--- src/logic/rv_isa_pkg.sv ---
// rv32 fields needed to spot conditional branches, 32-bit encodings only
package rv_isa_pkg;

	// major opcode of beq/bne/blt/bge/bltu/bgeu
	localparam logic [6:0] opcode_branch = 7'b1100011;

	localparam int opcode_lsb = 0;
	localparam int opcode_msb = 6;

	// funct3 picks the compare, codes 2 and 3 are reserved
	localparam int funct3_lsb = 12;
	localparam int funct3_msb = 14;

endpackage

--- src/logic/bp_config_pkg.sv ---
// geometry of the gshare predictor and its history queue
// obq_depth must be a power of two, since the queue pointers wrap on overflow
package bp_config_pkg;

	// global history length, also the pattern table index width
	localparam int bh_size = 6;
	localparam int pht_entries = 2 ** bh_size; // one bit per entry

	// lowest pc bit in the hash, skips the byte offset
	localparam int pc_lsb = 2;

	// branches that may be in flight between fetch and resolve
	localparam int obq_depth = 4;
	localparam int obq_ptr_bits = $clog2(obq_depth);

endpackage
--- src/logic/branch_predictor_top.sv ---
// fetch-side branch prediction, direction only and no target
// fetch and resolve are plain one-cycle levels, queue_full is the only stall hint
`timescale 1ns/1ps

module branch_predictor_top (
	input logic clock,
	input logic reset,
	input logic fetch_valid,
	input logic [31:0] fetch_pc,
	input logic [31:0] fetch_instr,
	input logic resolve_valid,
	input logic resolve_taken,
	output logic prediction_valid,
	output logic prediction_taken,
	output logic mispredict,
	output logic queue_full,
	output logic [5:0] history
);

	logic is_branch;

	logic head_valid;
	logic [5:0] head_history;
	logic [31:0] head_pc;
	logic head_taken;

	logic pop;
	logic flush;
	logic rollback_en;
	logic [5:0] rollback_history;
	logic [31:0] rollback_pc;
	logic rollback_taken;

	branch_decode u_decode (
		.fetch_valid (fetch_valid),
		.fetch_instr (fetch_instr),
		.is_branch (is_branch)
	);

	gshare u_gshare (
		.clock (clock),
		.reset (reset),
		.is_branch (is_branch),
		.queue_full (queue_full),
		.fetch_pc (fetch_pc),
		.rollback_en (rollback_en),
		.rollback_history (rollback_history),
		.rollback_pc (rollback_pc),
		.rollback_taken (rollback_taken),
		.prediction_valid (prediction_valid),
		.prediction_taken (prediction_taken),
		.history (history)
	);

	// every prediction is pushed with the history from before its own shift
	history_queue u_queue (
		.clock (clock),
		.reset (reset),
		.push (prediction_valid),
		.push_history (history),
		.push_pc (fetch_pc),
		.push_taken (prediction_taken),
		.pop (pop),
		.flush (flush),
		.head_valid (head_valid),
		.head_history (head_history),
		.head_pc (head_pc),
		.head_taken (head_taken),
		.full (queue_full)
	);

	branch_resolve u_resolve (
		.resolve_valid (resolve_valid),
		.resolve_taken (resolve_taken),
		.head_valid (head_valid),
		.head_history (head_history),
		.head_pc (head_pc),
		.head_taken (head_taken),
		.pop (pop),
		.flush (flush),
		.mispredict (mispredict),
		.rollback_en (rollback_en),
		.rollback_history (rollback_history),
		.rollback_pc (rollback_pc),
		.rollback_taken (rollback_taken)
	);

endmodule

--- src/logic/branch_resolve.sv ---
// combinational, expects outcomes from execute in program order
// a resolve with an empty queue is dropped without any effect
`timescale 1ns/1ps

module branch_resolve
	import bp_config_pkg::*;
(
	input logic resolve_valid,
	input logic resolve_taken,
	input logic head_valid,
	input logic [bh_size-1:0] head_history,
	input logic [31:0] head_pc,
	input logic head_taken,
	output logic pop,
	output logic flush,
	output logic mispredict,
	output logic rollback_en,
	output logic [bh_size-1:0] rollback_history,
	output logic [31:0] rollback_pc,
	output logic rollback_taken
);

	logic resolve_hit; // resolve that has a matching queue entry
	logic wrong_dir;

	assign resolve_hit = resolve_valid & head_valid;
	assign wrong_dir = (resolve_taken != head_taken);

	// the head retires on every resolve, flush covers the miss case anyway
	assign pop = resolve_hit;

	assign mispredict = resolve_hit & wrong_dir;

	// everything younger than the head was fetched down the wrong path
	assign flush = mispredict;
	assign rollback_en = mispredict;

	// snapshot before the bad shift plus the pc gives the entry to flip
	assign rollback_history = head_history;
	assign rollback_pc = head_pc;
	assign rollback_taken = resolve_taken; // real outcome goes into history

endmodule

--- src/logic/history_queue.sv ---
// in-order circular buffer of per-branch snapshots, head is the oldest branch
// flush beats push and pop, push is dropped when full and no pop frees a slot
`timescale 1ns/1ps

module history_queue
	import bp_config_pkg::*;
(
	input logic clock,
	input logic reset,
	input logic push,
	input logic [bh_size-1:0] push_history,
	input logic [31:0] push_pc,
	input logic push_taken,
	input logic pop,
	input logic flush,
	output logic head_valid,
	output logic [bh_size-1:0] head_history,
	output logic [31:0] head_pc,
	output logic head_taken,
	output logic full
);

	// payload storage
	logic [bh_size-1:0] history_mem [obq_depth];
	logic [31:0] pc_mem [obq_depth];
	logic taken_mem [obq_depth];

	logic [obq_ptr_bits-1:0] rd_ptr;
	logic [obq_ptr_bits-1:0] wr_ptr;
	logic [obq_ptr_bits:0] count; // one extra bit to tell full from empty

	logic do_push;
	logic do_pop;

	assign head_valid = (count != '0);
	assign full = count[obq_ptr_bits]; // set only at count == obq_depth

	assign do_pop = pop & head_valid;
	assign do_push = push & (~full | do_pop);

	// oldest entry straight out of the buffer
	assign head_history = history_mem[rd_ptr];
	assign head_pc = pc_mem[rd_ptr];
	assign head_taken = taken_mem[rd_ptr];

	always_ff @(posedge clock) begin
		if (do_push && !flush) begin
			history_mem[wr_ptr] <= push_history;
			pc_mem[wr_ptr] <= push_pc;
			taken_mem[wr_ptr] <= push_taken;
		end
	end

	always_ff @(posedge clock) begin
		if (reset || flush) begin
			// a mispredict squashes every younger branch
			rd_ptr <= '0;
			wr_ptr <= '0;
			count <= '0;
		end else begin
			if (do_push) begin
				wr_ptr <= wr_ptr + 1'b1; // wraps at obq_depth
			end
			if (do_pop) begin
				rd_ptr <= rd_ptr + 1'b1;
			end
			case ({do_push, do_pop})
				2'b10: count <= count + 1'b1;
				2'b01: count <= count - 1'b1;
				default: count <= count; // none, or push and pop together
			endcase
		end
	end

endmodule

--- src/logic/gshare.sv ---
// gshare with a one-bit pattern table, index is history xor pc[pc_lsb +: bh_size]
// prediction is combinational, history shifts on the next edge
// rollback beats a new prediction in the same cycle
`timescale 1ns/1ps

module gshare
	import bp_config_pkg::*;
(
	input logic clock,
	input logic reset,
	input logic is_branch,
	input logic queue_full,
	input logic [31:0] fetch_pc,
	input logic rollback_en,
	input logic [bh_size-1:0] rollback_history,
	input logic [31:0] rollback_pc,
	input logic rollback_taken,
	output logic prediction_valid,
	output logic prediction_taken,
	output logic [bh_size-1:0] history
);

	// 0 : not taken, 1 : taken
	logic [pht_entries-1:0] pht;

	logic [bh_size-1:0] fetch_idx;
	logic [bh_size-1:0] rollback_idx;
	logic [bh_size-1:0] next_history;
	logic predict_en;
	logic table_bit;

	// same hash on both sides so the flip hits the entry that was read
	assign fetch_idx = history ^ fetch_pc[pc_lsb +: bh_size];
	assign rollback_idx = rollback_history ^ rollback_pc[pc_lsb +: bh_size];

	assign table_bit = pht[fetch_idx];

	// no prediction while the queue is full or a mispredict is being repaired
	assign predict_en = is_branch & ~queue_full & ~rollback_en;

	assign prediction_valid = predict_en;
	assign prediction_taken = predict_en & table_bit; // low when nothing is predicted

	always_comb begin
		next_history = history;
		if (rollback_en) begin
			// snapshot was taken before the bad shift, insert the real outcome
			next_history = {rollback_history[bh_size-2:0], rollback_taken};
		end else if (predict_en) begin
			next_history = {history[bh_size-2:0], table_bit}; // speculative
		end
	end

	always_ff @(posedge clock) begin
		if (reset) begin
			pht <= '0; // all not taken
			history <= '0;
		end else begin
			history <= next_history;
			if (rollback_en) begin
				pht[rollback_idx] <= ~pht[rollback_idx]; // one-bit table, flip on miss
			end
		end
	end

endmodule

--- src/logic/branch_decode.sv ---
// purely combinational, looks at one fetched word per cycle
// compressed instructions are not recognised
`timescale 1ns/1ps

module branch_decode
	import rv_isa_pkg::*;
(
	input logic fetch_valid,
	input logic [31:0] fetch_instr,
	output logic is_branch
);

	logic [opcode_msb-opcode_lsb:0] opcode;
	logic [funct3_msb-funct3_lsb:0] funct3;
	logic opcode_match;
	logic funct3_legal;

	assign opcode = fetch_instr[opcode_msb:opcode_lsb];
	assign funct3 = fetch_instr[funct3_msb:funct3_lsb];

	assign opcode_match = (opcode == opcode_branch);

	// beq, bne, blt, bge, bltu, bgeu
	always_comb begin
		case (funct3)
			3'd2,
			3'd3: funct3_legal = 1'b0; // reserved, not a branch
			default: funct3_legal = 1'b1;
		endcase
	end

	// only a valid fetch with a legal encoding counts
	assign is_branch = fetch_valid & opcode_match & funct3_legal;

endmodule

--- config.mk ---
export PLATFORM = sky130hd
export DESIGN_NAME = branch_predictor_top
export DESIGN_NICKNAME = d
export VERILOG_FILES = /design/src/logic/rv_isa_pkg.sv /design/src/logic/bp_config_pkg.sv /design/src/logic/branch_predictor_top.sv /design/src/logic/branch_resolve.sv /design/src/logic/history_queue.sv /design/src/logic/gshare.sv /design/src/logic/branch_decode.sv
export SDC_FILE = /design/constraint.sdc
export NUM_CORES = 1
export LEC_CHECK = 0
export BUFFER_PORTS_ARGS = -buffer_cell sky130_fd_sc_hd__buf_2
export CORE_MARGIN = 1
export CORE_UTILIZATION = 50
export CTS_BUF_LIST = sky130_fd_sc_hd__clkbuf_16
export CTS_CLUSTER_SIZE = 20
export DETAILED_ROUTE_END_ITERATION = 16
export PLACE_DENSITY = 0.7
export SYNTH_ARGS = -nofsm -noshare
export SYNTH_HDL_FRONTEND = slang
export SYNTH_SLANG_ARGS = --single-unit
--- constraint.sdc ---
create_clock -name clock -period 4.39 [get_ports clock]
set_input_delay 0.6585 -clock clock [delete_from_list [all_inputs] [get_ports clock]]
set_output_delay 0.6585 -clock clock [all_outputs]
set_load 0.02 [all_outputs]
==> results of run 1 <==
[cell families after synthesis]
logic type | Yosys count | synth area share, %
AOI/OAI and AO/OA | 179 | 17.0
buffers and inverters | 74 | 5.94
and+or+nand+nor | 213 | 16.0
adders and majority gates | 6 | 1.14
DFF | 131 | 43.3
muxes | 45 | 12.5
xor gates and xnor gates | 29 | 4.17
[layout make-up]
type | count | area [um2] | share of cell area (%)
flip-flops and latches | 131 | 3140 | 39.5
well taps | 180 | 225 | 2.83
multi-input cells | 472 | 3700 | 46.5
repair buffers | 50 | 303 | 3.81
inverters | 8 | 30.0 | 0.377
clock inverters | 15 | 134 | 1.68
clock buffers | 17 | 425 | 5.35
[final timing paths]
check / from / endpoint / depth (start not counted)
max reg2reg: flop / u_gshare.pht[63] / 9
min: fetch_pc[3] / u_queue.pc_mem[1][3] / 1
min reg2reg: u_queue.count[1] / u_queue.count[1] / 2
max: u_gshare.history[0] / prediction_taken / 9
[power groups by stage]
stage	sequential, mW	clock (mW)	combinational, mW
2_1_floorplan	1.29	0	0.0385
3_3_place_gp	1.29	0	0.0605
3_5_place_dp	1.29	0	0.0625
4_1_cts	1.26	1.37	0.0623
5_1_grt	1.26	1.42	0.0679
6_report	1.26	1.36	0.0630
[critical path, stage by stage, from the launching register on]
cell and delay, ps:
dfxtp_1 540, xor2_2 160, buf_4 350, mux4_2 560, mux4_2 520, mux2i_1 180, mux2i_1 170, nand2_1 120
inv_1 90, buf_2 170
[cell usage in the layout (no fill, tap or decap), drive strengths merged, types with 15 or more instances in the layout]
master / count
a41oi: 70
a21oi: 72
nor2: 35
mux4: 36
edfxtp: 52
clkbuf: 17
dfxtp: 79
or2: 65
o21ai: 34
buf: 50
nand3: 70
inv: 15
xor2: 16
[per-stage QoR]
stage	worst slack (ps)	power (mW)
finish	436	2.68
global route	265	2.75
CTS	428	2.69
detailed placement	617	1.35
global placement	628	1.35
floorplan	691	1.32
[state kept, by name, indices dropped and copies added, names as in the netlist, named ones only]
| register | count |
|---|---|
| u_queue.rd_ptr | 2 |
| u_queue.count | 3 |
| u_gshare.history | 6 |
| u_queue.taken_mem | 4 |
| u_queue.history_mem | 24 |
| u_queue.wr_ptr | 2 |
| u_queue.pc_mem | 24 |
| u_gshare.pht | 64 |
[metal layers]
layer  part of all wire, %  wire [um]  vias up
met2                    46       8530      277
li1                      -          -     2581
met3                   8.2       1510       56
met5                     0          0        -
met4                   3.0        555        0
met1                    42       7760     2784
==> metrics.yaml, run 1 <==
place:
  dpl.cell_count: 841
  dp.final_hpwl_um: 11300
  port-buffer-count: 29
  dpl_cell_area_um2: 7400
  final_wtd_congestion: 0.927
detailed_routing:
  vias_per_std_cell: 6.53
  wirelength_um: 18300
  firstDrtPassIters: 8
  initialDrtViolationCount: 885
  wl_per_cell_um: 21.0
  remaining_drc_errors: 0
  dr_vias: 5698
  route.antenna.remaining_nets: 0
power:
  pwr-share-comb_pct: 2.4
  static-leakage-power_nw: 2.72
  clkPwrFrac_pct: 50.6
  design_internal_power_mw: 2.06
  p_per_area_nw_per_um2: 337
  p_seq_share_pct: 47.0
  peakVddDrop_uv: 254
  power.switching_mw: 0.615
  p_sw_share_pct: 23.0
sta:
  achievable-frequency_mhz: 253
  period_minus_slack_ps: 3950
  timing_worst_slew_pin_value_ps: 1150
  report.final.hold_viol_count: 0
  rel_slew_slack_pct: 23.2
  skew_ps: 10.3
  layout_worst_path_cycle_share_pct: 90.1
  rsz0062_at_grt: "false"
  hold-worst-slack_ps: 479
  drv_slew: 0
  finalSetupViolations: 0
  totalNegativeSetupSlack_ps: 0
worst_setup_path:
  timing_worst_setup_path_type: "flop to output port"
  regToRegSetupSlack_ps: 800
  worst-endpoint-arrival_ps: 3300
  highest_net_fanout_along_the_worst_path: 16
  endpoint_kind: "output port"
  critical_path_required_ps: 3730
  worst_setup_path_start_kind: "flop"
final_layout:
  area_growth_syn_to_layout_pct: 9.54
  instances_no_fill: 873
  layout.nets: 755
  fin_util_pct: 56.7
  fillers: 1131
  layout.cell_area.non_filler_um2: 7960
  drive_gt1_share_pct: 27.7
  diodes: 0
yosys:
  synth.ff_latch_count: 131
  dominantRegCellSynth: "dfxtp_1"
  netlist_instances: 677
  ys.warnings.count: 0
  fraction_of_synthesis_flops_using_an_asynchronous_set_or_reset_pin_pct: 0
  yosys.cell_count.top_type: "dfxtp_1"
  synth_area_leader_cell: "dfxtp_1"
  synth_area_um2: 7260
  synth_top_cells_by_count: "dfxtp_1, a21oi_1, nand3_1"
  post_synth.cell_area_avg_um2: 10.7
  synth-edff-count: 52
  post-synth-top-area-fraction_pct: 21.8
  mappedNetlistNets: 752
  ys_types: 40
  synth-seq-area-share_pct: 43.3
  synth_area_leaders: "dfxtp_1, edfxtp_1, mux4_2, a41oi_1, or2_2"
grt:
  grtUsageMet2_pct: 38.2
  vias_in_the_first_global_route: 5658
  global_route.overflow_total: 0
  top_usage_layer: "met2"
  grtUsageMet1_pct: 35.0
  grt.met3_usage_pct: 8.27
  grt_start_max_net_pins: 72
  globalRouteTotalUtil_pct: 26.1
  global_route_wire_length_before_repair_um: 29500
  antenna_found_initial: 0
clocking:
  cts.repair.resized: 0
  root_buf_cell: "clkbuf_16"
  clock_tree.buffer_depth: 2
  ctsHoldBuffers: 0
  postCtsSetupRepairBufs: 0
  clk_pin_slew_ps: 60
  clock_latency_on_the_worst_skew_pair_ps: 430
  h-tree-depth: 4
  tritoncts_num_sinks: 131
  cts_tree: "done"
  numCtsBuffers: 17
job:
  max-cap-violations: 0
status:
  outcome: "finished clean"
die:
  horiz_die_dim_um: 123
  floorplan.initialDensity_pct: 51.7
  floorplan.die_area_um2: 15000
  die_height_um: 123
  core.rowCount: 43
  coreArea_um2: 14000
  pin_count: 79
worst_hold_path:
  min_path_type: "primary input to flop"
Note: power is estimated with default switching activity, not from simulation.
==> run 2: changes to the inputs <==
--- a/config.mk
+++ b/config.mk
@@ -11,7 +11,8 @@
 export CTS_BUF_LIST = sky130_fd_sc_hd__clkbuf_16
 export CTS_CLUSTER_SIZE = 20
 export DETAILED_ROUTE_END_ITERATION = 16
-export PLACE_DENSITY = 0.7
+export PLACE_DENSITY = 0.68
 export SYNTH_ARGS = -nofsm -noshare
 export SYNTH_HDL_FRONTEND = slang
+export SYNTH_HIERARCHICAL = 1
 export SYNTH_SLANG_ARGS = --single-unit
==> run 2 against run 1 <==
Against the previous run:
- non-clock buffer count decreased by 6
- largest power group unchanged
- cell area decreased by 1.7%
- clock skew decreased by 0.57 ps
- critical path type unchanged
- highest routed layer unchanged
- fmax decreased by 2.6%
- die area decreased by 2.6%
- sequential share of layout area increased by 0.70 points
- clock power increased by 3%
- clock-buffer cell count increased by 1
- synthesized cell count decreased by 8.7%
==> metrics.yaml, run 2 <==
worst_setup_path:
  timing_worst_setup_path_type: "flop to output port"
  highest_net_fanout_along_the_worst_path: 9  # -7
  endpoint_kind: "output port"
  regToRegSetupSlack_ps: 490  # -310 ps
  critical-path-slowest-cell: "nor4b_1"
  critical-path-max-stage-delay_ps: 830  # +270 ps
  worstPathCellList: "xor2_1 -> o21ai_0 -> nor2_1 -> nor4_1 -> nor4b_1 -> buf_2"
  worst_setup_path_start_kind: "flop"
  worst-endpoint-arrival_ps: 3400  # +100 ps
  critical_path_required_ps: 3730  # about the same
grt:
  grt.met3_usage_pct: 6.11  # -2.2 points
  antenna_found_initial: 0  # unchanged
  grtUsageMet1_pct: 34.7  # -0.36 points
  top_usage_layer: "met2"
  grtUsageMet2_pct: 40.3  # +2.0 points
  global_route.overflow_total: 0  # unchanged
  grt_start_max_net_pins: 73  # +1.4%
  global_route_wire_length_before_repair_um: 28400  # -3.8%
  vias_in_the_first_global_route: 5096  # -9.9%
  globalRouteTotalUtil_pct: 26.3  # +0.20 points
power:
  design_internal_power_mw: 2.15  # +4.0%
  p_per_area_nw_per_um2: 350  # +4.0%
  p_sw_share_pct: 21.5  # -1.4 points
  p_seq_share_pct: 46.0  # -1.0 points
  static-leakage-power_nw: 2.52  # -7.4%
  pwr-share-comb_pct: 2.9  # +0.5 points
  peakVddDrop_uv: 231  # -9.0%
  power.switching_mw: 0.590  # -4.1%
  clkPwrFrac_pct: 51.1  # +0.5 points
die:
  floorplan.die_area_um2: 14600  # -2.6%
  core.rowCount: 43  # unchanged
  horiz_die_dim_um: 121  # -1.3%
  coreArea_um2: 13800  # -1.5%
  pin_count: 79  # unchanged
  die_height_um: 121  # -1.3%
  floorplan.initialDensity_pct: 51.2  # -0.58 points
clocking:
  numCtsBuffers: 17  # unchanged
  clk_pin_slew_ps: 60  # about the same
  cts_tree: "done"
  ctsHoldBuffers: 0  # unchanged
  root_buf_cell: "clkbuf_16"
  postCtsSetupRepairBufs: 0  # unchanged
  clock_latency_on_the_worst_skew_pair_ps: 430  # about the same
  tritoncts_num_sinks: 131  # unchanged
  h-tree-depth: 4  # unchanged
  cts.repair.resized: 0  # unchanged
  clock_tree.buffer_depth: 2  # unchanged
yosys:
  mappedNetlistNets: 693  # -7.8%
  ys.warnings.count: 6  # +6
  post_synth.cell_area_avg_um2: 11.4  # +6.7%
  netlist_instances: 618  # -8.7%
  synth_area_um2: 7070  # -2.6%
job:
  max-cap-violations: 0  # unchanged
sta:
  timing_worst_slew_pin_value_ps: 1140  # -10.3 ps
  skew_ps: 9.73  # -0.569 ps
  report.final.hold_viol_count: 0  # unchanged
  layout_worst_path_cycle_share_pct: 92.5  # +2.4 points
  rel_slew_slack_pct: 23.9  # +0.68 points
  rsz0062_at_grt: "false"
  period_minus_slack_ps: 4060  # +107 ps
  hold-worst-slack_ps: 491  # +11.8 ps
  totalNegativeSetupSlack_ps: 0  # unchanged
  drv_slew: 0  # unchanged
  achievable-frequency_mhz: 246  # -2.6%
  finalWorstSetupSlack_ps: 329  # -107 ps
  finalSetupViolations: 0  # unchanged
place:
  port-buffer-count: 29  # unchanged
  dpl_cell_area_um2: 7230  # -2.3%
  dp.final_hpwl_um: 11600  # +2.5%
  final_wtd_congestion: 0.877  # -5.4%
  dp_worst_setup_slack_ps: 633  # +16.3 ps
status:
  outcome: "finished clean"
detailed_routing:
  remaining_drc_errors: 0  # unchanged
  wirelength_um: 18200  # -0.75%
  initialDrtViolationCount: 515  # -42%
  dr_vias: 5354  # -6.0%
  route.antenna.remaining_nets: 0  # unchanged
  firstDrtPassIters: 7  # -1
  wl_per_cell_um: 22.1  # +5.2%
  vias_per_std_cell: 6.50  # -0.45%
final_layout:
  final_common_cell: "nor2_1"
  layout.nets: 706  # -6.5%
  highest_count_cells_in_the_layout_ignoring_fill_and_taps: "nor2_1, dfxtp_1, a311oi_2"
  drive_gt1_share_pct: 29.3  # +1.6 points
  largest-register: "u_gshare/pht"
  reg.largest.list: "u_gshare/pht: 64 flops, u_queue/history_mem: 24 flops, u_queue/pc_mem: 24 flops"
  layout.cell_area.non_filler_um2: 7820  # -1.7%
  largest_register_ffs: 64  # unchanged
  diodes: 0  # unchanged
  area_growth_syn_to_layout_pct: 10.6
worst_hold_path:
  min_path_type: "primary input to flop"
[run 2: path summary, 6_finish.rpt]
check / to / from / depth (start not counted)
setup / recovery: prediction_taken / u_gshare/history[4] / 6
hold / removal: u_queue/pc_mem[3][7] / fetch_pc[7] / 1
setup reg to reg: u_gshare/pht[42] / flop / 8
hold reg to reg: u_gshare/pht[48] / u_gshare/pht[48] / 2
[run 2: area by class of cell]
cell class | count | area [um2]
inverter | 7 | 26.3
clock inverter | 14 | 139
sequential | 131 | 3140
fill | 1131 | 6010
timing repair buffer | 44 | 310
clock buffer | 18 | 450
tap | 180 | 225
multi-input combinational | 430 | 3530
[run 2: layer usage]
layer | vias up | wire length, um
met2 | 250 | 8470
li1 | 2376 | -
met5 | - | 0
met1 | 2679 | 7730
met4 | 0 | 613
met3 | 49 | 1400
[run 2: power groups by stage]
stage | Clock (mW) | Combinational (mW) | Sequential, mW
floorplan | 0 | 0.0492 | 1.29
global placement | 0 | 0.0751 | 1.29
detailed placement | 0 | 0.0771 | 1.29
CTS | 1.42 | 0.0773 | 1.26
global route | 1.46 | 0.0828 | 1.26
finish | 1.40 | 0.0780 | 1.26
[run 2: worst max-delay path: cells and delay by family, from the launching register on]
kind	cells	cell delay [ps]
xor gates and xnor gates	1	700
AOI/OAI and AO/OA	1	240
DFF	1	510
buffers and inverters	1	300
and+or+nand+nor	3	1210
[run 2: metrics by stage]
stage          cells  util [%]  power, mW
4_1_cts          824      56.6       2.75
2_1_floorplan    618         -       1.33
5_1_grt          824      56.6       2.80
3_5_place_dp     792      52.3       1.36
6_report         824      56.6       2.74
3_3_place_gp     792      52.3       1.36
